[src/logic/capture_pkg.sv]
package capture_pkg;

    localparam int PIXEL_BITS     = 10;
    localparam int WORD_BITS      = 32;
    localparam int BYTES_PER_WORD = 4;
    localparam int BYTE_BITS      = WORD_BITS / BYTES_PER_WORD;

    // address field wide enough for any ADDR_BITS up to 16; modules use the low bits.
    localparam int ADDR_FIELD_BITS = 16;

    typedef enum logic [1:0] {
        CAPTURE_IDLE,
        CAPTURE_ARMED,
        CAPTURE_RUNNING
    } capture_state_t;

    typedef enum logic [1:0] {
        MEM_NONE,
        MEM_WRITE,
        MEM_READ
    } mem_op_t;

    typedef struct packed {
        logic [PIXEL_BITS-1:0] red;
        logic [PIXEL_BITS-1:0] green;
        logic [PIXEL_BITS-1:0] blue;
    } camera_pixel_t;

    typedef struct packed {
        logic                       valid;
        logic [ADDR_FIELD_BITS-1:0] addr;
        logic [WORD_BITS-1:0]       data;
        logic [BYTES_PER_WORD-1:0]  byte_en;
    } pixel_write_t;

    typedef struct packed {
        mem_op_t                    op;
        logic [ADDR_FIELD_BITS-1:0] addr;
        logic [WORD_BITS-1:0]       data;
        logic [BYTES_PER_WORD-1:0]  byte_en;
    } mem_request_t;

endpackage

[src/logic/frame_memory_arbiter.sv]
`timescale 1ns/1ps

module frame_memory_arbiter import capture_pkg::*; #(
    parameter int ADDR_BITS = 8
) (
    input  logic                 clock_in,
    input  logic                 reset_n_in,
    input  pixel_write_t         pixel_write,
    input  logic                 read_request,
    input  logic [ADDR_BITS-1:0] read_address,
    output logic                 read_grant,
    output mem_request_t         mem_request,
    input  logic [WORD_BITS-1:0] mem_read_data,
    output logic [WORD_BITS-1:0] read_data,
    output logic                 read_valid
);

    logic read_issued;

    // camera cannot stall, so a write always takes the slot.
    assign read_grant = read_request && !pixel_write.valid;

    always_comb begin
        mem_request.op      = MEM_NONE;
        mem_request.addr    = '0;
        mem_request.data    = '0;
        mem_request.byte_en = '0;

        if (pixel_write.valid) begin
            mem_request.op      = MEM_WRITE;
            mem_request.addr    = pixel_write.addr;
            mem_request.data    = pixel_write.data;
            mem_request.byte_en = pixel_write.byte_en;
        end else if (read_request) begin
            mem_request.op   = MEM_READ;
            mem_request.addr = ADDR_FIELD_BITS'(read_address);
        end
    end

    always_ff @(posedge clock_in) begin
        if (!reset_n_in) begin
            read_issued <= 1'b0;
        end else begin
            read_issued <= read_grant; // memory answers next cycle.
        end
    end

    assign read_valid = read_issued;
    assign read_data  = mem_read_data;

endmodule

[config.mk]
export PLATFORM = sky130hd
export DESIGN_NAME = frame_memory_arbiter
export DESIGN_NICKNAME = d
export VERILOG_FILES = /design/src/logic/capture_pkg.sv /design/src/logic/frame_memory_arbiter.sv
export SDC_FILE = /design/constraint.sdc
export NUM_CORES = 1
export LEC_CHECK = 0
export ABC_AREA = 1
export BUFFER_PORTS_ARGS = -buffer_cell sky130_fd_sc_hd__buf_4
export CORE_AREA = 2 2 71 73
export DETAILED_ROUTE_END_ITERATION = 8
export DIE_AREA = 0 0 73 75
export PLACE_DENSITY = 0.66
export SYNTH_ARGS = -nofsm -noshare
export SYNTH_HDL_FRONTEND = slang
export SYNTH_SLANG_ARGS = --single-unit
export TNS_END_PERCENT = 5
[constraint.sdc]
create_clock -name clock_in -period 0.8 [get_ports clock_in]
set_input_delay 0.04 -clock clock_in [delete_from_list [all_inputs] [get_ports clock_in]]
set_output_delay 0.04 -clock clock_in [all_outputs]
set_load 0.03 [all_outputs]
==> summary.md <==
| Metric | Value |
|---|---|
| Netlist cell types | `11` |
| Pre-antenna DRT Iters | `4` |
| Most frequent cell after synthesis | `nand2_1` |
| Fmax | `1.50 GHz` |
| Slew @ Worst Pin | `around 150 ps` |
| Ys async rst share | `0%` |
| Post-synth top area cell | `buf_4` |
| Routing usage on met3 | `3.48%` |
| Core box area | `4660 sq um` |
| Setup CP Type | `input port to primary output` |
| Largest net degree at the start of global routing | `32` |
| Crit path to | `read_grant` |
| Gpl congestion | `approximately 0.7` |
| Power Dens Cells | `710 nW/um^2` |
| # IOs | `184` |
| Net Switching | `0.000537 W` |
| Post-synth EDFFs | `0` |
| Slew Viols, Final | `0` |
| Internal | `0.000511 W` |
| Post-cts resize count | `0` |
| Mapped cell area | `805 sq um` |
| Antenna Cells | `0` |
| First-pass GRT wire length | `3620 um` |
| Vias | `1,066` |
| Total grt overflow | `0` |
| Worst Setup SP | `pixel_write[52]` |
| Sw frac | `51.3%` |
| Fillers | `494` |
| Max_cap viols | `0` |
| Post-synthesis area per instance | `5.06 sq um` |
| Synth warnings | `0` |
| Routed Antenna Nets | `0` |
| Sequential area share after synthesis | `2.49%` |
| RSZ-0062 raised after global routing | `no` |
| Initial Utilization | `17.3%` |
| Worst EP required | `760 ps` |
| Port Buffers | `119` |
| Post-Place Cells | `293` |
| Fin crit share | `between 80% and 90%` |
| Hold WC Path Type | `input port to primary output` |
| P_leak | `1.15 nW` |
| Detailed placement HPWL | `2380 um` |
| Iter 0 DRT Violations | `13` |
| Sequential share of power | `5.1%` |
| DR WL/cell | `~9.0 um` |
| FF+latch count, synth | `1` |
| VDD IR max | `0.246 mV` |
| Vias in the first global route | `between 800 and 900` |
| Met2 Use GR | `14.5%` |
| Status | `finished clean` |
| Worst Setup Start Kind | `input port` |
| Routed Wire Length | `2640 um` |
| Die width | `73 um` |
| Post-Syn Instances | `159` |
| Relative slew margins | `about nine tenths` |
| Post-route DRC | `0` |
| Post-DP Area | `1480 sq um` |
| Gr busiest metal | `met2` |
| Most frequent cells after synthesis | `nand2_1 (60), inv_1 (46), buf_4 (34)` |
| Met1 Use GR | `7.44%` |
| Non-filler instance count after layout | `293` |
| Cts hold-fix bufs | `0` |
| Nets | `337` |
| Layout cells sized above 1 | `51.9%` |
| Area grow syn2layout | `83.4%` |
| Die height | `75 um` |
| Post-synth top area share | `31.7%` |
| Dominant cells by area after synthesis | `buf_4 (32%), nand2_1 (28%), inv_1 (21%)` |
| Setup Fix Bufs, Post-CTS | `0` |
| Setup TNS | `0 ps` |
| Antenna violations before repair | `0` |
| Logic gate share of total power | `94.9%` |
| Setup violations, final | `0` |
| Fin area | `between 1000 and 1500 sq um` |
| Final Util | `roughly a third` |
| Period minus WS final | `665 ps` |
| Max Fanout on Critical Path | `9` |
| Die area | `5480 sq um` |
| Max FFs per register | `1` |
| GRT Util Overall | `slightly below 8%` |
| Clk pwr share | `0%` |
| Vias per inst | `3.64` |
| Worst EP arrival | `around 630 ps` |
| Ys flop type | `dfxtp_1` |
| Rows | `25` |
| Syn nets | `approximately 260` |
| CP endpoint kind | `primary output` |
| Hold Vio Cnt, Final | `0` |
## logic make-up after synthesis
logic type,after synthesis,share of synthesized area [%]
buf+inv,88,63.0
simple gates,70,34.5
flops,1,2.49
## through the flow
stage / setup WS, ps / power [W] / hold WS [ps]
6_report: 135 / 0.00105 / 80.0
4_1_cts: 125 / 0.00106 / 80.2
3_5_place_dp: 124 / 0.00106 / 80.2
3_3_place_gp: 131 / 0.00105 / 80.2
5_1_grt: 62.5 / 0.00112 / 80.0
2_1_floorplan: 0.0708 / 0.000881 / 165
## worst max-delay path, cell delays in order
cell,delay (ps)
buf_4,140
inv_2,130
nand2_2,80
inv_1,80
buf_4,160
## area by class of cell
cell class | count | area (sq um) | share of cell area (%)
inverters | 47 | 176 | 12.0
multi-input cells | 70 | 278 | 18.8
flip-flops and latches | 1 | 20.0 | 1.36
well taps | 54 | 67.6 | 4.58
repair buffers | 121 | 933 | 63.3
## per-layer routing
metal	up-vias	routed length, um	share of wire [%]
met2	87	1310	49
li1	557	-	-
met4	0	88	3.3
met3	12	442	17
met5	-	0	0
met1	410	802	30
## cell usage in the layout, fill, tap and decap left out
cell type	netlist	final
buf_12	0	2
buf_4	34	119
dfxtp_1	1	1
inv_1	46	46
inv_2	1	1
nand2_1	60	60
nand2_2	1	1
nand3_1	8	8
nor2_2	1	1
## power groups by stage
stage / Sequential (W) / Combinational (W) / Clock [W]
2_1_floorplan: 0.0000575 / 0.000824 / 0
3_3_place_gp: 0.0000534 / 0.000996 / 0
3_5_place_dp: 0.0000534 / 0.00100 / 0
4_1_cts: 0.0000534 / 0.00100 / 0
5_1_grt: 0.0000539 / 0.00106 / 0
6_report: 0.0000534 / 0.000994 / 0
## how the worst min path moves through the flow
stage                                  from  cells past startpoint                     to
final                     mem_read_data[15]                      0          read_data[15]
after global routing      mem_read_data[23]                      0          read_data[23]
after CTS                 mem_read_data[25]                      0          read_data[25]
after detailed placement  mem_read_data[25]                      0          read_data[25]
after global placement    mem_read_data[25]                      0          read_data[25]
after floorplan                  reset_n_in                      2  read_valid$_SDFF_PN0_
No activity file was read; power rests on OpenSTA's default activity.
