<file path="src/logic/capture_pkg.sv">
package capture_pkg;

    localparam int PIXEL_BITS     = 10;
    localparam int WORD_BITS      = 32;
    localparam int BYTES_PER_WORD = 4;
    localparam int BYTE_BITS      = WORD_BITS / BYTES_PER_WORD;

    // address field wide enough for any ADDR_BITS up to 16; modules use the low bits.
    localparam int ADDR_FIELD_BITS = 16;

    typedef enum logic [1:0] {
        CAPTURE_IDLE,
        CAPTURE_ARMED,
        CAPTURE_RUNNING
    } capture_state_t;

    typedef enum logic [1:0] {
        MEM_NONE,
        MEM_WRITE,
        MEM_READ
    } mem_op_t;

    typedef struct packed {
        logic [PIXEL_BITS-1:0] red;
        logic [PIXEL_BITS-1:0] green;
        logic [PIXEL_BITS-1:0] blue;
    } camera_pixel_t;

    typedef struct packed {
        logic                       valid;
        logic [ADDR_FIELD_BITS-1:0] addr;
        logic [WORD_BITS-1:0]       data;
        logic [BYTES_PER_WORD-1:0]  byte_en;
    } pixel_write_t;

    typedef struct packed {
        mem_op_t                    op;
        logic [ADDR_FIELD_BITS-1:0] addr;
        logic [WORD_BITS-1:0]       data;
        logic [BYTES_PER_WORD-1:0]  byte_en;
    } mem_request_t;

endpackage

</file>
<file path="src/logic/pixel_packer.sv">
`timescale 1ns/1ps

module pixel_packer import capture_pkg::*; #(
    parameter int ADDR_BITS = 8
) (
    input  logic               clock_in,
    input  logic               reset_n_in,
    input  camera_pixel_t      pixel,
    input  logic               line_valid,
    input  logic               frame_valid,
    input  logic               capture_active,
    output pixel_write_t       pixel_write,
    output logic [ADDR_BITS:0] words_written
);

    localparam int COUNT_BITS = $clog2(BYTES_PER_WORD);
    localparam logic [COUNT_BITS-1:0] LAST_BYTE = COUNT_BITS'(BYTES_PER_WORD - 1);

    logic [7:0]                rgb332;
    logic                      pixel_taken;
    logic                      line_end;
    logic                      capture_start;
    logic                      line_valid_prev;
    logic                      active_prev;
    logic [COUNT_BITS-1:0]     byte_count;
    logic [WORD_BITS-1:0]      word_data;
    logic [WORD_BITS-1:0]      word_next;
    logic [BYTES_PER_WORD-1:0] fill_mask;
    logic [ADDR_BITS-1:0]      word_addr;

    // top 3 red, 3 green, 2 blue.
    assign rgb332 = {pixel.red[PIXEL_BITS-1 -: 3],
                     pixel.green[PIXEL_BITS-1 -: 3],
                     pixel.blue[PIXEL_BITS-1 -: 2]};

    assign pixel_taken   = line_valid && frame_valid && capture_active;
    assign line_end      = line_valid_prev && !line_valid;
    assign capture_start = capture_active && !active_prev;

    always_comb begin
        word_next = word_data;
        word_next[byte_count * BYTE_BITS +: BYTE_BITS] = rgb332; // pixel 0 in byte 0.
    end

    // bytes already filled in the current word.
    always_comb begin
        fill_mask = '0;
        for (int b = 0; b < BYTES_PER_WORD; b++) begin
            if (b < byte_count) begin
                fill_mask[b] = 1'b1;
            end
        end
    end

    always_ff @(posedge clock_in) begin
        if (!reset_n_in) begin
            line_valid_prev   <= 1'b0;
            active_prev       <= 1'b0;
            byte_count        <= '0;
            word_addr         <= '0;
            words_written     <= '0;
            pixel_write.valid <= 1'b0;
        end else begin
            line_valid_prev   <= line_valid;
            active_prev       <= capture_active;
            pixel_write.valid <= 1'b0;

            if (capture_start) begin
                byte_count    <= '0;
                word_addr     <= '0;
                words_written <= '0;
            end else if (pixel_taken) begin
                word_data <= word_next;
                if (byte_count == LAST_BYTE) begin
                    byte_count          <= '0;
                    pixel_write.valid   <= 1'b1;
                    pixel_write.addr    <= ADDR_FIELD_BITS'(word_addr);
                    pixel_write.data    <= word_next;
                    pixel_write.byte_en <= '1;
                    word_addr           <= word_addr + 1'b1; // wraps at depth.
                    words_written       <= words_written + 1'b1;
                end else begin
                    byte_count <= byte_count + 1'b1;
                end
            end else if (line_end && byte_count != '0) begin
                // partial word at end of line.
                byte_count          <= '0;
                pixel_write.valid   <= 1'b1;
                pixel_write.addr    <= ADDR_FIELD_BITS'(word_addr);
                pixel_write.data    <= word_data;
                pixel_write.byte_en <= fill_mask;
                word_addr           <= word_addr + 1'b1;
                words_written       <= words_written + 1'b1;
            end
        end
    end

endmodule

</file>
<file path="config.mk">
export PLATFORM = sky130hd
export DESIGN_NAME = pixel_packer
export DESIGN_NICKNAME = d
export VERILOG_FILES = /design/src/logic/capture_pkg.sv /design/src/logic/pixel_packer.sv
export SDC_FILE = /design/constraint.sdc
export NUM_CORES = 1
export LEC_CHECK = 0
export BUFFER_PORTS_ARGS = -buffer_cell sky130_fd_sc_hd__buf_2
export CAP_MARGIN = 20
export CORE_MARGIN = 2
export CORE_UTILIZATION = 35
export CTS_CLUSTER_SIZE = 12
export DETAILED_ROUTE_END_ITERATION = 6
export SYNTH_ARGS = -nofsm -noshare
export SYNTH_HDL_FRONTEND = slang
export SYNTH_SLANG_ARGS = --single-unit
</file>
<file path="constraint.sdc">
create_clock -name clock_in -period 5.6 [get_ports clock_in]
set_input_delay 0.56 -clock clock_in [delete_from_list [all_inputs] [get_ports clock_in]]
set_output_delay 0.56 -clock clock_in [all_outputs]
set_load 0.02 [all_outputs]
</file>
==> key figures, run 1 <==
Status
  – Outcome: finished, final reports clean

STA
  – RSZ-0062 raised after global routing: false
  – Clock skew: 5.417 ps
  – Fin crit share: 0.5429
  – Peak Freq: 0.3289 GHz
  – Final hold viol count: 0
  – Fin crit period: 3041 ps
  – Worst Tran Pin Value: 953.1 ps
  – Final Max Tran Viols: 0
  – Setup TNS: 0 ps
  – Setup-failing EPs final: 0
  – Rel. slew slack: 0.3646

Placed design
  – Dpl cell area: 4974 sq um
  – Routability cong.: 0.7870
  – Cell Count Post-Placement: 595
  – Dpl hpwl: 6034 um
  – Port bufs: 66

Job
  – Max_cap viols: 0

Pwr
  – Logic pwr share: 0.040
  – Pwr Density: 270.0 nW/um^2
  – Switching share of power: 0.2237
  – Flop pwr share: 0.553
  – Leakage: 1.841 nW
  – P_sw: 0.0003172 W
  – P_int: 0.001101 W
  – Peak VDD IR: 0.1460 mV
  – Clock share of power: 0.408

Synthesis
  – Synth Area in Adders: 0.02195
  – Syn_area_per_cell: 11.90 sq um
  – Syn Inst Count: 383
  – Mux cell area share after synthesis: 0.02854
  – Mapped Area: 4559 sq um
  – Xor and xnor fraction of the mapped netlist area: 0
  – Ys Warns: 0
  – Largest family of logic cells by synthesized area: simple AND/OR/NAND/NOR gates
  – Post-synthesis cell type count: 40
  – Sequential area share after synthesis: 0.5971
  – Post-synthesis compound-gate area fraction: 0.1405
  – Commonest register cell after synthesis: edfxtp_1
  – Number of flops mapped to enable cells by yosys: 76
  – Simple-Gate Fraction of Synth Area: 0.1457
  – Seq cells post-synth: 98
  – Ys async rst share: 0

Critical path
  – Reg2reg start: byte_count[0]
  – Setup CP Type: flop to flop
  – Critical path data arrival time: 3050 ps
  – Critical path origin: byte_count[0]
  – Crit path max fanout: 29
  – Worst Path Required: 5610 ps
  – Worst R2R Path Depth: 5
  – Critical Path Start Type: flop
  – Crit end category: flop

Routing
  – Antenna-violating nets left: 0
  – Drt first pass iters: 4
  – Iter 0 DRT Violations: 192
  – Routed vias/inst: 4.959
  – Post-Route WL: 9320 um
  – Routed vias: 3,030
  – Residual DRC: 0
  – Drt wl/cell: 15.25 um

Global routing
  – Total track usage: 0.1361
  – Initial antenna violation count: 0
  – Vias in the first global route: 2,795
  – Gr ovfl total: 0
  – Global-route wire length before repair: 14,930 um
  – Largest net degree at the start of global routing: 33

Clock tree
  – Num CTS Buffers: 9
  – CTS Buffer Depth: 2
  – Clock Latency Late Sink: 350 ps
  – Clock sink count: 98
  – CTS Hold Buffers Added: 0
  – Postcts setup bufs: 0
  – PostCTS Resize Cnt: 0
  – CTS root buf: clkbuf_16
  – Clock transition at path regs: 70 ps
  – CTS tree: built
  – CTS H-tree depth: 3

Cells and area
  – Layout Cells excl Fill: 611
  – # nets final: 477
  – Design area: 5250 sq um
  – Ratio of cells with drive above 1 in the final layout: 0.2346
  – Antenna cells: 0
  – P&R area growth vs syn: 15.15%

Die
  – # rows: 41
  – Starting Density: 0.3598
  – Die Y: 118.1 um
  – # IOs: 97
  – Die W: 118.1 um
  – Die area: 13,960 sq um
  – Core footprint: 12,670 sq um

Worst hold path
  – Hold Path Origin: word_addr[6]
  – Hold crit path type: flop to flop
  – Hold Crit Depth: 2
[flip-flops by register name (all words and copies together), names as in the netlist]
| register | flops |
|---|---|
| active_prev | 1 |
| byte_count | 2 |
| line_valid_prev | 1 |
| pixel_write | 45 |
| word_addr | 8 |
| word_data | 32 |
| words_written | 9 |
[cell type report]
cell class / instances / area [sq um]
repair buffers: 70 / 360.3
well taps: 172 / 215.2
flip-flops and latches: 98 / 2723
clock buffers: 9 / 225.2
inverters: 24 / 90.09
clock inverters: 7 / 51.30
multi-input cells: 231 / 1585
fillers: 1213 / 7421
[power by group through the flow]
| stage | combinational, W | sequential [W] | clock [W] |
|---|---|---|---|
| CTS | 0.0000563 | 0.000783 | 0.000598 |
| detailed placement | 0.0000562 | 0.000800 | 0 |
| global route | 0.0000628 | 0.000783 | 0.000621 |
| global placement | 0.0000547 | 0.000799 | 0 |
| floorplan | 0.0000449 | 0.000800 | 0 |
| finish | 0.0000566 | 0.000783 | 0.000578 |
[stage by stage]
step                      hold slack (ps)  utilization  worst slack [ps]  total power, W
after floorplan                     446.6            -              1543       0.0008448
after global placement              456.4       0.3925              2365       0.0008540
after detailed placement            470.6       0.3925              2355       0.0008557
after CTS                           481.4       0.4143              2537        0.001437
after global routing                498.1       0.4143              2339        0.001467
final                               481.6       0.4143              2559        0.001418
[path summary, 6_finish.rpt]
check / end / slack, ps
max: pixel_write[26] / 2560
min: word_addr[6] / 480
max reg2reg: pixel_write[26] / 2560
min reg2reg: word_addr[6] / 480
[layer usage]
metal  global-route usage  routed length (um)  share of wire
met5                    0                   0              0
met4              0.04518                 116          0.012
met3              0.03764                 519          0.056
met2               0.2106                4278           0.46
met1               0.1844                4405           0.47
[logic make-up after synthesis]
kind of cell,after synthesis
flip-flops,98
other,1
buffers and inverters,61
adder cells (fa/ha/maj),8
AO/OA/AOI/OAI,85
AND/OR/NAND/NOR,117
multiplexers,13
[synthesized netlist by cell type, types with 3 or more instances]
cell type | n | area (sq um)
clkbuf_1 | 7 | 26.28
ha_1 | 8 | 100.1
o21ai_2 | 3 | 26.28
nand3_1 | 30 | 150.1
nand4_1 | 3 | 18.77
nand2b_1 | 9 | 56.30
mux2i_1 | 13 | 130.1
dfxtp_1 | 22 | 440.4
edfxtp_1 | 76 | 2282
a22o_1 | 32 | 280.3
and2_1 | 8 | 50.05
nand2_1 | 37 | 138.9
nand3b_1 | 12 | 90.09
nor3_1 | 4 | 20.02
o2111ai_1 | 5 | 43.79
o21ai_0 | 19 | 95.09
inv_1 | 23 | 86.33
buf_2 | 15 | 75.07
a21oi_1 | 18 | 90.09
buf_4 | 11 | 82.58
a211oi_2 | 5 | 62.56
[worst max-delay path, cell delays in order, from the launching register on]
cell and delay (ps):
dfxtp_1 540, inv_1 140, ha_1 390, or3b_4 630, a21oi_4 530, buf_4 460
[placed cells by master (no fill, tap or decap), types with 2 or more instances in the layout]
master     netlist  routed
edfxtp_1        76      76
buf_2           15      66
nand2_1         37      37
a22o_1          32      32
nand3_1         30      30
inv_1           23      23
dfxtp_1         22      22
o21ai_0         19      19
a21oi_1         18      17
mux2i_1         13      13
nand3b_1        12      12
nand2b_1         9       9
clkbuf_16        0       9
and2_1           8       8
ha_1             8       8
conb_1           1       8
a211oi_2         5       5
o2111ai_1        5       5
nor3_1           4       4
buf_4           11       4
o21ai_2          3       3
nand4_1          3       3
inv_6            0       3
clkinv_1         1       2
nor2_2           1       2
a21boi_0         2       2
and2_0           2       2
(Power assumes the default switching activity.)
==> run 2, diff against run 1 <==
- clock period: 5.6 -> 2.6 ns (I/O delays scaled with it)
==> key figures, run 2 (same netlist as run 1, synthesis figures left out) <==
Cells and area
  – P&R area growth vs syn: 16.79%
  – Max reg flops: 45
  – Antenna cells: 0
  – Layout fillers: 1,225
  – Largest registers: pixel_write: 45 flops, word_data: 32 flops, words_written: 9 flops
  – Most frequent cells in the layout: edfxtp_1 (76), buf_2 (66), nand2_1 (37)
  – # nets final: 487
  – Leading cell type in the layout, fill and taps excluded: edfxtp_1
  – Biggest register: pixel_write
  – Ratio of cells with drive above 1 in the final layout: 0.2545

Die
  – Die area: 13,960 sq um
  – # rows: 41
  – Die W: 118.1 um
  – Die Y: 118.1 um
  – # IOs: 97
  – Core footprint: 12,670 sq um
  – Starting Density: 0.3598

Routing
  – Routed vias/inst: 4.948
  – Iter 0 DRT Violations: 146
  – Antenna-violating nets left: 0
  – Drt first pass iters: 4
  – Routed vias: 3,068
  – Residual DRC: 0
  – Drt wl/cell: 14.84 um
  – Post-Route WL: 9203 um

Placed design
  – Dpl hpwl: 6257 um
  – Port bufs: 66
  – Routability cong.: 0.7634

Global routing
  – Vias in the first global route: 2,901
  – Global-route wire length before repair: 14,840 um
  – Met1 Use GR: 0.1797
  – Largest net degree at the start of global routing: 33
  – Total track usage: 0.1342
  – Global Route met2 Usage: 0.2113
  – Initial antenna violation count: 0
  – Busiest grt layer: met2
  – Gr ovfl total: 0
  – Met3 Use GR: 0.04537

Clock tree
  – CTS Hold Buffers Added: 0
  – Clock transition at path regs: 70 ps
  – CTS root buf: clkbuf_16
  – Clock sink count: 98
  – PostCTS Resize Cnt: 0
  – CTS Buffer Depth: 2
  – Num CTS Buffers: 9
  – Postcts setup bufs: 0
  – CTS tree: built
  – Clock Latency Late Sink: 340 ps
  – CTS H-tree depth: 3

Critical path
  – Crit path largest cell delay: 450 ps
  – Worst Path Required: 2810 ps
  – Crit path max fanout: 11
  – Setup CP Type: flop to flop
  – Critical Path Start Type: flop
  – Worst Path Buf+Inv: 2
  – Critical-path cell list: inv_1 -> ha_1 -> buf_4 -> and4b_1 -> and2_0 -> a22o_1
  – Slowest cell on crit path: and4b_1
  – Crit end category: flop
  – Cell family with most CP delay: simple AND/OR/NAND/NOR gates
  – Critical path data arrival time: 2440 ps

STA
  – RSZ-0062 raised after global routing: false
  – Fin crit period: 2237 ps
  – Peak Freq: 0.4471 GHz
  – Setup-failing EPs final: 0
  – Final Max Tran Viols: 0
  – Setup TNS: 0 ps
  – Final hold viol count: 0
  – Fin crit share: 0.8603
  – Clock skew: 7.132 ps
  – Worst hold slack: 232.8 ps

Pwr
  – Pwr Density: 572.4 nW/um^2
  – Peak VDD IR: 0.2773 mV
  – Leakage: 1.884 nW

Worst hold path
  – Hold crit path type: input pin to flop

Job
  – Max_cap viols: 0

Status
  – Outcome: finished, final reports clean
-- run 2: cell count changes in the layout (fill, tap and decap cells not counted), sizes merged --
| cell | before | now |
|---|---|---|
| buf | 70 | 80 |
| clkinvlp | 1 | 2 |
| inv | 26 | 25 |
| clkinv | 4 | 3 |
-- run 2: worst register-to-register path, cell delays in order (launching register included) --
cell and delay (ps):
dfxtp_2 420, inv_1 110, ha_1 260, buf_4 190
and4b_1 450, and2_0 450, a22o_1 230
-- run 2: through the flow --
stage	power (W)	util	instance area (sq um)	setup WS [ps]	cells
2_1_floorplan	0.001820	-	4601	84.74	390
3_3_place_gp	0.001845	0.3985	5050	445.8	605
3_5_place_dp	0.001850	0.3985	5050	395.3	605
4_1_cts	0.003092	0.4203	5325	377.7	620
5_1_grt	0.003160	0.4203	5325	217.2	620
6_report	0.003048	0.4203	5325	363.2	620
-- run 2: layer usage --
layer  vias up  share of wire
li1       1514              -
met5         -              0
met3         9          0.058
met4         0          0.013
met2        93           0.46
met1      1452           0.47
-- run 2: area by class of cell --
cell class              instances  area [sq um]  area share
inverters                      24         90.09     0.01692
multi-input cells             231          1585      0.2977
clock inverters                 6         50.05    0.009398
clock buffers                   9         225.2     0.04229
flip-flops and latches         98          2724      0.5115
well taps                     172         215.2     0.04041
repair buffers                 80         435.4     0.08177
-- run 2: power breakdown --
group	internal [W]	switching (W)	total [W]
Combinational	0.0000372	0.0000903	0.000127
Sequential	0.00168	0.00000501	0.00169
Clock	0.000653	0.000581	0.00123
-- run 2: path summary, 6_finish.rpt --
kind             startpoint               to  slack [ps]  depth (start not counted)
min reg2reg    word_addr[6]     word_addr[6]         470                          2
min          capture_active      active_prev         230                          2
max reg2reg   byte_count[0]  pixel_write[17]         360                          6
max           byte_count[0]  pixel_write[17]         360                          6
