File: config.mk
export PLATFORM = sky130hd
export DESIGN_NAME = capture_control
export DESIGN_NICKNAME = d
export VERILOG_FILES = /design/src/logic/capture_pkg.sv /design/src/logic/capture_control.sv
export SDC_FILE = /design/constraint.sdc
export NUM_CORES = 1
export LEC_CHECK = 0
export BUFFER_PORTS_ARGS = -buffer_cell sky130_fd_sc_hd__buf_2
export CORE_AREA = 2 2 39 41
export CTS_CLUSTER_DIAMETER = 80
export CTS_CLUSTER_SIZE = 10
export DETAILED_ROUTE_END_ITERATION = 10
export DIE_AREA = 0 0 41 43
export PLACE_DENSITY_LB_ADDON = 0.1
export SETUP_SLACK_MARGIN = 0.1
export SKIP_LAST_GASP = 1
export SLEW_MARGIN = 20
export SYNTH_ARGS = -nofsm -noshare
export SYNTH_HDL_FRONTEND = slang
export SYNTH_SLANG_ARGS = --single-unit
export TNS_END_PERCENT = 50
File: constraint.sdc
create_clock -name clock_in -period 1 [get_ports clock_in]
set_input_delay 0.15 -clock clock_in [delete_from_list [all_inputs] [get_ports clock_in]]
set_output_delay 0.15 -clock clock_in [all_outputs]
set_load 0.05 [all_outputs]
File: src/logic/capture_pkg.sv
package capture_pkg;

    localparam int PIXEL_BITS     = 10;
    localparam int WORD_BITS      = 32;
    localparam int BYTES_PER_WORD = 4;
    localparam int BYTE_BITS      = WORD_BITS / BYTES_PER_WORD;

    // address field wide enough for any ADDR_BITS up to 16; modules use the low bits.
    localparam int ADDR_FIELD_BITS = 16;

    typedef enum logic [1:0] {
        CAPTURE_IDLE,
        CAPTURE_ARMED,
        CAPTURE_RUNNING
    } capture_state_t;

    typedef enum logic [1:0] {
        MEM_NONE,
        MEM_WRITE,
        MEM_READ
    } mem_op_t;

    typedef struct packed {
        logic [PIXEL_BITS-1:0] red;
        logic [PIXEL_BITS-1:0] green;
        logic [PIXEL_BITS-1:0] blue;
    } camera_pixel_t;

    typedef struct packed {
        logic                       valid;
        logic [ADDR_FIELD_BITS-1:0] addr;
        logic [WORD_BITS-1:0]       data;
        logic [BYTES_PER_WORD-1:0]  byte_en;
    } pixel_write_t;

    typedef struct packed {
        mem_op_t                    op;
        logic [ADDR_FIELD_BITS-1:0] addr;
        logic [WORD_BITS-1:0]       data;
        logic [BYTES_PER_WORD-1:0]  byte_en;
    } mem_request_t;

endpackage

File: src/logic/capture_control.sv
`timescale 1ns/1ps

module capture_control import capture_pkg::*; (
    input  logic clock_in,
    input  logic reset_n_in,
    input  logic start_capture,
    input  logic frame_valid,
    output logic capture_active,
    output logic frame_done
);

    capture_state_t state;
    logic [1:0]     frame_valid_history; // older sample in bit 1.

    always_ff @(posedge clock_in) begin
        if (!reset_n_in) begin
            state               <= CAPTURE_IDLE;
            frame_valid_history <= 2'b00;
            frame_done          <= 1'b0;
        end else begin
            frame_valid_history <= {frame_valid_history[0], frame_valid};
            frame_done          <= 1'b0;

            case (state)
                CAPTURE_IDLE: begin
                    if (start_capture) begin
                        state <= CAPTURE_ARMED;
                    end
                end

                CAPTURE_ARMED: begin
                    if (frame_valid_history == 2'b01) begin // rising edge.
                        state <= CAPTURE_RUNNING;
                    end
                end

                CAPTURE_RUNNING: begin
                    // start strobes are ignored here.
                    if (frame_valid_history == 2'b10) begin
                        state      <= CAPTURE_IDLE;
                        frame_done <= 1'b1;
                    end
                end

                default: begin
                    state <= CAPTURE_IDLE;
                end
            endcase
        end
    end

    assign capture_active = (state == CAPTURE_RUNNING);

endmodule

==> flow_summary.json, run 1 <==
{
  "htreeDepth": 1,
  "critical_path_peak_fanout": 2,
  "ff2ff_path_depth": 3,
  "syn_area_per_cell_um2": 11.3,
  "ys_seq_area_share_pct": 55.2,
  "numClockSinks": 5,
  "fmax_mhz": 981,
  "finClkSkew_ps": 0.843,
  "areaGrowthSynthToFinish_pct": 54.5,
  "die-width_um": 41,
  "syn_area_um2": 181,
  "routed_wl_um": 371,
  "yosysTopAreaCell": "dfxtp_1",
  "drive_gt1_share_pct": 48.1,
  "vias": 154,
  "postLayoutCoreUtil_pct": 20.3,
  "fin_crit_sh_pct": 102,
  "rows": 14,
  "synth_area_leaders": "dfxtp_1 (55%), nor2b_4 (7.6%), and2_1 (6.9%), and4b_1 (5.5%), o21ai_1 (5.5%)",
  "synth_cells": 16,
  "outcome": "complete, but fails checks",
  "grt_max_degree": 6,
  "maxCapViolCount": 0,
  "drtPass1Iterations": 1,
  "fin_ws_ps": -19.1,
  "grt_overflow": 0,
  "final_cells": 43,
  "r2r-end": "frame_done",
  "antenna_found_initial": 0,
  "die_h_um": 43,
  "rr_startpoint": "state[1]",
  "antenna_cells": 0,
  "synth_edf_count": 0,
  "place_area_um2": 229,
  "power.density_mw_per_mm2": 1750,
  "root_buffer": "clkbuf_4",
  "cts_tree": "yes",
  "hold_class": "input pin to flop",
  "setup_tns_ps": -19.1,
  "nNetsFinal": 32,
  "clock_latency_ps": 240,
  "synthTopCellsByCount": "dfxtp_1 (5), and2_1 (2), o21ai_1 (2)",
  "wire_per_inst_um": 8.63,
  "period_needed_ps": 1020,
  "initial_core_util_pct": 13.1,
  "startpoint": "state[1]",
  "regToRegSetupSlack_ps": 150,
  "async_flop_share_pct": 0,
  "required_ps": 850,
  "stdcell_area_um2": 280,
  "ir_worst_vdd_mv": 0.418,
  "clockBufferDepth": 2,
  "post-synth-top-count-cell": "dfxtp_1",
  "die_area_mm2": 0.00176,
  "postRouteAntennaNets": 0,
  "drt-vias-per-instance": 3.58,
  "maxSlewHeadroom_pct": 83.2,
  "numCtsBuffers": 3,
  "grt_usage_pct": 5.82,
  "hold_viol_final": 0,
  "cp-end-kind": "output port",
  "placedCellCount": 37,
  "netlist-cell-type-count": 10,
  "place_congestion": 0.609,
  "startpoint_type": "flop",
  "worst_pin_slew_ps": 253,
  "grt_pass1_wl_um": 545,
  "yosysWarnings": 0,
  "synth-seq-cells": 5,
  "synth_top_area_share_pct": 55.2,
  "endpoint": "capture_active",
  "path_class": "flop to output port",
  "arrival_ps": 870,
  "violations": "negative setup slack",
  "synth.net_count": 20,
  "port_buffers": 5,
  "whs_ps": 113,
  "top_level_ports": 6,
  "dr.first_iter.drc_count": 0,
  "core_area_mm2": 0.00138,
  "rsz0062_at_grt": "yes",
  "setup_viol": 1,
  "synthFlopType": "dfxtp_1",
  "report.final.slew_viol_count": 0,
  "remaining_drc_errors": 0,
  "clk_pin_slew_ps": 40,
  "grt_pass1_vias": 148,
  "leakage_nw": 0.117
}
-- kinds of logic (layout without fill, tap and decap cells) --
logic type	count (synthesis)	count (layout)	share of synthesized area [%]
buffers and inverters	1	12	2.07
AND/OR/NAND/NOR	7	7	33.1
AO/OA/AOI/OAI	3	3	9.66
flip-flops	5	5	55.2
-- power breakdown --
group | switching (mW) | leakage (nW) | internal, mW | total (mW)
registers | 0.00958 | 0.0418 | 0.210 | 0.220
clock network | 0.0843 | 0.0150 | 0.151 | 0.235
logic | 0.0143 | 0.0603 | 0.0200 | 0.0343
total | 0.108 | 0.117 | 0.381 | 0.489
-- how the worst min path moves through the flow --
stage,start,to,depth (start not counted)
2_1_floorplan,reset_n_in,frame_valid_history[0],1
3_3_place_gp,frame_valid,frame_valid_history[0],2
3_5_place_dp,frame_valid,frame_valid_history[0],2
4_1_cts,frame_valid,frame_valid_history[0],2
5_1_grt,frame_valid,frame_valid_history[0],2
6_report,frame_valid,frame_valid_history[0],2
-- through the flow --
step / total power, mW / worst slack (ps)
2_1_floorplan: 0.239 / 62.5
3_3_place_gp: 0.251 / 117
3_5_place_dp: 0.251 / 121
4_1_cts: 0.503 / -30.4
5_1_grt: 0.523 / -57.3
6_report: 0.489 / -19.1
-- area by class of cell --
cell class,instances,area [um2]
Timing Repair Buffer,7,50.0
Multi-Input combinational cell,10,77.6
Clock buffer,4,26.3
Tap cell,16,20.0
Fill cell,157,1100
Sequential cell,5,103
Inverter,1,3.75
-- placed cells by master (no fill, tap or decap) --
cell type / count
a21boi_1: 1
and2_1: 2
and4b_1: 1
buf_2: 4
buf_4: 2
buf_8: 1
clkbuf_1: 1
clkbuf_4: 3
dfxtp_1: 3
dfxtp_2: 2
inv_1: 1
nand3b_1: 1
nand4b_1: 1
nor2b_4: 1
nor3b_1: 1
o21ai_1: 2
-- registers in the layout, summed over array words and instances (netlist names) --
name and count:
frame_done 1, state 2, frame_valid_history 2
-- layer usage --
| layer | up-vias | wire length, um | track usage (%) | part of all wire (%) |
|---|---|---|---|---|
| li1 | 79 | - | - | - |
| met1 | 70 | 165 | 5.14 | 44 |
| met2 | 5 | 164 | 5.63 | 44 |
| met3 | 0 | 41 | 6.28 | 11 |
| met4 | 0 | 0 | 8.00 | 0 |
| met5 | - | 0 | 0 | 0 |
-- worst max-delay path: stages (launching register included) --
cell,delay [ps]
dfxtp_2,320
nor2b_4,150
buf_8,150
-- what timing repair did --
action | 4_1_cts | 5_1_grt
gates resized for setup | 3 | 0
setup buffers | 2 | 0
hold buffers | 0 | 0
endpoints found under the hold margin | 0 | 0
endpoints found under the setup margin | 2 | 3
Note: power is estimated with default switching activity, not from simulation.
==> run 2, diff against run 1 <==
CTS_BUF_LIST = sky130_fd_sc_hd__clkbuf_16   (was not set)
==> run 2 against run 1 <==
Clock power rose to 2.8 times the previous value. Combinational power about the same. Sequential share of layout area down 5.8 points. The flow still finishes with violations (negative setup slack). Die area unchanged. Hold slack better by 14 ps. Sequential power about the same. Largest power group unchanged. Final area up 19%. Critical path depth unchanged. Maximum frequency up 1.4%. Routed wire length up 5.1%.
==> flow_summary.json, run 2 (synthesized netlist as in run 1, its figures left out) <==
{
  "wire_per_inst_um": 9.07,
  "critical-path-max-stage-delay_ps": 320,
  "regArea_um2": 103,
  "root_buffer": "clkbuf_16",
  "rows": 14,
  "vias": 159,
  "leakage_nw": 0.144,
  "die_area_mm2": 0.00176,
  "ff2ff_path_depth": 3,
  "report.final.slew_viol_count": 0,
  "place_congestion": 0.609,
  "hold_class": "input pin to flop",
  "required_ps": 850,
  "maxSlewHeadroom_pct": 83.2,
  "die_h_um": 43,
  "setup_viol": 1,
  "nNetsFinal": 32,
  "antenna_found_initial": 0,
  "clock_latency_ps": 230,
  "crit_chain": "nor2b_4 > buf_8",
  "endpoint": "capture_active",
  "internal-power_mw": 0.749,
  "fin_crit_sh_pct": 101,
  "ir_worst_vdd_mv": 0.690,
  "final_cell_mix": "buf_2 (4), clkbuf_16 (3), dfxtp_1 (3)",
  "cp-end-kind": "output port",
  "worst_pin_slew_ps": 253,
  "routed_wl_um": 390,
  "place_area_um2": 229,
  "grt_pass1_wl_um": 572,
  "p_seq_share_pct": 24.4,
  "startpoint_type": "flop",
  "grt_pass1_vias": 153,
  "port_buffers": 5,
  "dr.first_iter.drc_count": 4,
  "violations": "negative setup slack",
  "clk_pin_slew_ps": 30,
  "grt_max_degree": 6,
  "cts_tree": "yes",
  "numCtsBuffers": 3,
  "drt-vias-per-instance": 3.70,
  "rsz0062_at_grt": "yes",
  "grt_usage_pct": 6.02,
  "dpl_worst_slack_ps": 121,
  "placedCellCount": 37,
  "fill_cells": 148,
  "power.density_mw_per_mm2": 2720,
  "clockBufferDepth": 2,
  "critPathSlowestCell": "dfxtp_2",
  "finalPower_mw": 0.904,
  "path_class": "flop to output port",
  "reg_top3": "frame_valid_history x2, state x2, frame_done x1",
  "hold_viol_final": 0,
  "period_needed_ps": 1010,
  "startpoint": "state[1]",
  "final_cells": 43,
  "finClkSkew_ps": 1.60,
  "stdcell_area_um2": 333,
  "core_area_mm2": 0.00138,
  "antenna_cells": 0,
  "numClockSinks": 5,
  "layout_commonest_cell": "buf_2",
  "drive_gt1_share_pct": 48.1,
  "critical_path_peak_fanout": 2,
  "maxCapViolCount": 0,
  "initial_core_util_pct": 13.1,
  "fin_ws_ps": -5.19,
  "ctsHoldBuffers": 0,
  "netSwitchingFraction_pct": 17.2,
  "postRouteAntennaNets": 0,
  "remaining_drc_errors": 0,
  "pwr-share-comb_pct": 3.8,
  "grt_overflow": 0,
  "outcome": "complete, but fails checks",
  "arrival_ps": 860,
  "regToRegSetupSlack_ps": 150,
  "die-width_um": 41,
  "r2r-end": "frame_done",
  "drtPass1Iterations": 4,
  "fmax_mhz": 995,
  "top_level_ports": 6,
  "rr_startpoint": "state[1]",
  "switchingPower_mw": 0.155,
  "areaGrowthSynthToFinish_pct": 83.4,
  "htreeDepth": 1,
  "p_clk_share_pct": 71.8,
  "multiInputGateArea_um2": 77.6
}
-- run 2: cell count changes in the layout (fill, tap and decap cells not counted) --
cell	delta
clkbuf_1	-1
clkbuf_16	+3
clkbuf_4	-3
inv_1	+1
-- run 2: how the worst min path moves through the flow --
stage           startpoint                endpoint  cells past startpoint
6_report       frame_valid  frame_valid_history[0]                      2
5_1_grt        frame_valid  frame_valid_history[0]                      2
4_1_cts        frame_valid  frame_valid_history[0]                      2
3_5_place_dp   frame_valid  frame_valid_history[0]                      2
3_3_place_gp   frame_valid  frame_valid_history[0]                      2
2_1_floorplan   reset_n_in  frame_valid_history[0]                      1
-- run 2: through the flow --
| step | hold WS [ps] | utilization [%] | TNS [ps] |
|---|---|---|---|
| final | 126 | 24.1 | -5.19 |
| after global routing | 150 | 24.1 | -27.5 |
| after CTS | 127 | 24.1 | -4.08 |
| after detailed placement | 360 | 16.5 | 0 |
| after global placement | 360 | 16.5 | 0 |
| after floorplan | 272 | - | 0 |
-- run 2: layout make-up --
| class | count | area share (%) |
|---|---|---|
| Multi-Input combinational cell | 10 | 23.3 |
| Inverter | 1 | 1.13 |
| Tap cell | 16 | 6.02 |
| Clock inverter | 1 | 1.13 |
| Clock buffer | 3 | 22.6 |
| Sequential cell | 5 | 30.8 |
| Timing Repair Buffer | 7 | 15.0 |
-- run 2: critical path: cells and delay by family, from the launching register on --
| family | cells | cell delay [ps] |
|---|---|---|
| buffers and inverters | 1 | 150 |
| AND/OR/NAND/NOR | 1 | 160 |
| flip-flops | 1 | 320 |
-- run 2: repair_timing --
item / 4_1_cts / 5_1_grt
buffers inserted: 2 / 0
endpoints found under the setup margin: 2 / 3
resized for setup: 3 / 0
-- run 2: routing by layer --
metal  part of all wire, %  global-route usage, %
met4                   4.6                   8.00
met2                    39                   5.94
met1                    42                   5.47
met5                     0                      0
met3                    14                   6.28
-- run 2: power groups by stage --
stage	sequential [mW]	clock, mW	combinational (mW)
2_1_floorplan	0.221	0	0.0180
3_3_place_gp	0.224	0	0.0277
3_5_place_dp	0.223	0	0.0282
4_1_cts	0.220	0.659	0.0348
5_1_grt	0.221	0.670	0.0384
6_report	0.220	0.649	0.0345
==> run 3, diff against run 2 <==
MAX_ROUTING_LAYER = met4   (was not set)
==> run 3 against run 2 <==
The run still ends with negative setup slack left. Sequential share of layout area unchanged. Non-clock buffer count did not move. Flip-flop and latch count unchanged. First-iteration DRC count is the same. Critical path depth unchanged. Clock-buffer cell count is the same. Maximum frequency is 0.30% higher. Critical path type unchanged. Highest routed layer unchanged.
==> flow_summary.json, run 3 (synthesized netlist as in run 1, its figures left out) <==
{
  "hold_viol_final": 0,
  "die_h_um": 43,
  "remaining_drc_errors": 0,
  "grt_max_degree": 6,
  "layout_commonest_cell": "buf_2",
  "report.final.slew_viol_count": 0,
  "required_ps": 850,
  "die_area_mm2": 0.00176,
  "crit_chain": "nor2b_4 > buf_8",
  "cp-end-kind": "output port",
  "cts_tree": "yes",
  "leakage_nw": 0.144,
  "postRouteAntennaNets": 0,
  "stdcell_area_um2": 333,
  "root_buffer": "clkbuf_16",
  "multiInputGateArea_um2": 77.6,
  "startpoint": "state[1]",
  "grt_overflow": 0,
  "port_buffers": 5,
  "critical_path_peak_fanout": 2,
  "fin_crit_sh_pct": 100,
  "antenna_found_initial": 0,
  "ir_worst_vdd_mv": 0.690,
  "maxCapViolCount": 0,
  "startpoint_type": "flop",
  "numClockSinks": 5,
  "regArea_um2": 103,
  "top_level_ports": 6,
  "fill_cells": 148,
  "maxSlewHeadroom_pct": 83.2,
  "grt_usage_pct": 6.17,
  "fin_ws_ps": -2.16,
  "drt-vias-per-instance": 3.74,
  "path_class": "flop to output port",
  "final_cell_mix": "buf_2 (4), clkbuf_16 (3), dfxtp_1 (3)",
  "drive_gt1_share_pct": 48.1,
  "nNetsFinal": 32,
  "initial_core_util_pct": 13.1,
  "drtPass1Iterations": 2,
  "clockBufferDepth": 2,
  "postLayoutCoreUtil_pct": 24.1,
  "place_area_um2": 229,
  "rr_startpoint": "state[1]",
  "outcome": "complete, but fails checks",
  "critical_path_buf_inv_count": 1,
  "vias": 161,
  "critical-path-max-stage-delay_ps": 320,
  "die-width_um": 41,
  "clk_pin_slew_ps": 30,
  "hold_class": "input pin to flop",
  "min_from": "frame_valid",
  "finClkSkew_ps": 1.64,
  "place_congestion": 0.613,
  "areaGrowthSynthToFinish_pct": 83.4,
  "dpl_worst_slack_ps": 121,
  "final_cells": 43,
  "core_area_mm2": 0.00138,
  "numCtsBuffers": 3,
  "wire_per_inst_um": 9.14,
  "antenna_cells": 0,
  "placedCellCount": 37,
  "grt_pass1_wl_um": 572,
  "critical_path.top_delay_family": "flip-flops",
  "power.density_mw_per_mm2": 2710,
  "htreeDepth": 1,
  "critPathSlowestCell": "dfxtp_2",
  "arrival_ps": 850,
  "setup_tns_ps": -2.16,
  "reg_top3": "frame_valid_history x2, state x2, frame_done x1",
  "setup_viol": 1,
  "violations": "negative setup slack",
  "grt_pass1_vias": 151,
  "rows": 14,
  "period_needed_ps": 1000,
  "clock_latency_ps": 230,
  "dr.first_iter.drc_count": 4,
  "fmax_mhz": 998,
  "worst_pin_slew_ps": 253,
  "routed_wl_um": 393,
  "rsz0062_at_grt": "yes"
}
## run 3: cell counts in the layout (fill, tap and decap cells not counted)
Identical to the previous run, type by type.
## run 3: area by class of cell
cell class | count | share of cell area, %
inverters | 1 | 1.13
well taps | 16 | 6.02
repair buffers | 7 | 15.0
clock buffers | 3 | 22.6
multi-input cells | 10 | 23.3
clock inverters | 1 | 1.13
flip-flops and latches | 5 | 30.8
## run 3: worst reg2reg max path, delay by kind of cell, from the launching register on
kind | cells | cell delay (ps)
buf+inv | 1 | 130
flops | 1 | 310
simple gates | 2 | 300
## run 3: power by group
| part | total [mW] | switching (mW) | internal (mW) |
|---|---|---|---|
| clock | 0.646 | 0.128 | 0.518 |
| sequential | 0.220 | 0.00948 | 0.211 |
| combinational | 0.0345 | 0.0145 | 0.0200 |
| total | 0.901 | 0.152 | 0.748 |
## run 3: per-stage QoR
| stage | power, mW | hold slack [ps] |
|---|---|---|
| floorplan | 0.239 | 272 |
| finish | 0.901 | 128 |
| detailed placement | 0.251 | 360 |
| global route | 0.929 | 150 |
| CTS | 0.913 | 127 |
| global placement | 0.251 | 360 |
## run 3: what timing repair did
action | CTS | global route
hold endpoints to repair | 0 | 0
hold buffers | 0 | 0
setup endpoints to repair | 2 | 3
cloned | 0 | 0
resized for setup | 3 | 0
buffers inserted | 2 | 0
## run 3: per-layer routing
layer  global-route usage, %  vias to the layer above  part of all wire (%)
met5                       -                        -                     0
met4                    8.00                        0                   1.5
met3                    6.28                        2                    13
met2                    5.94                        7                    40
met1                    5.47                       73                    45
li1                        -                       79                     -
## run 3: path summary, 6_finish.rpt
check                                         endpoint  slack, ps  depth (start not counted)
worst min-delay path            frame_valid_history[0]        130                          2
worst min register to register                state[0]        500                          2
worst max-delay path                    capture_active         -2                          2
worst max register to register              frame_done        150                          3
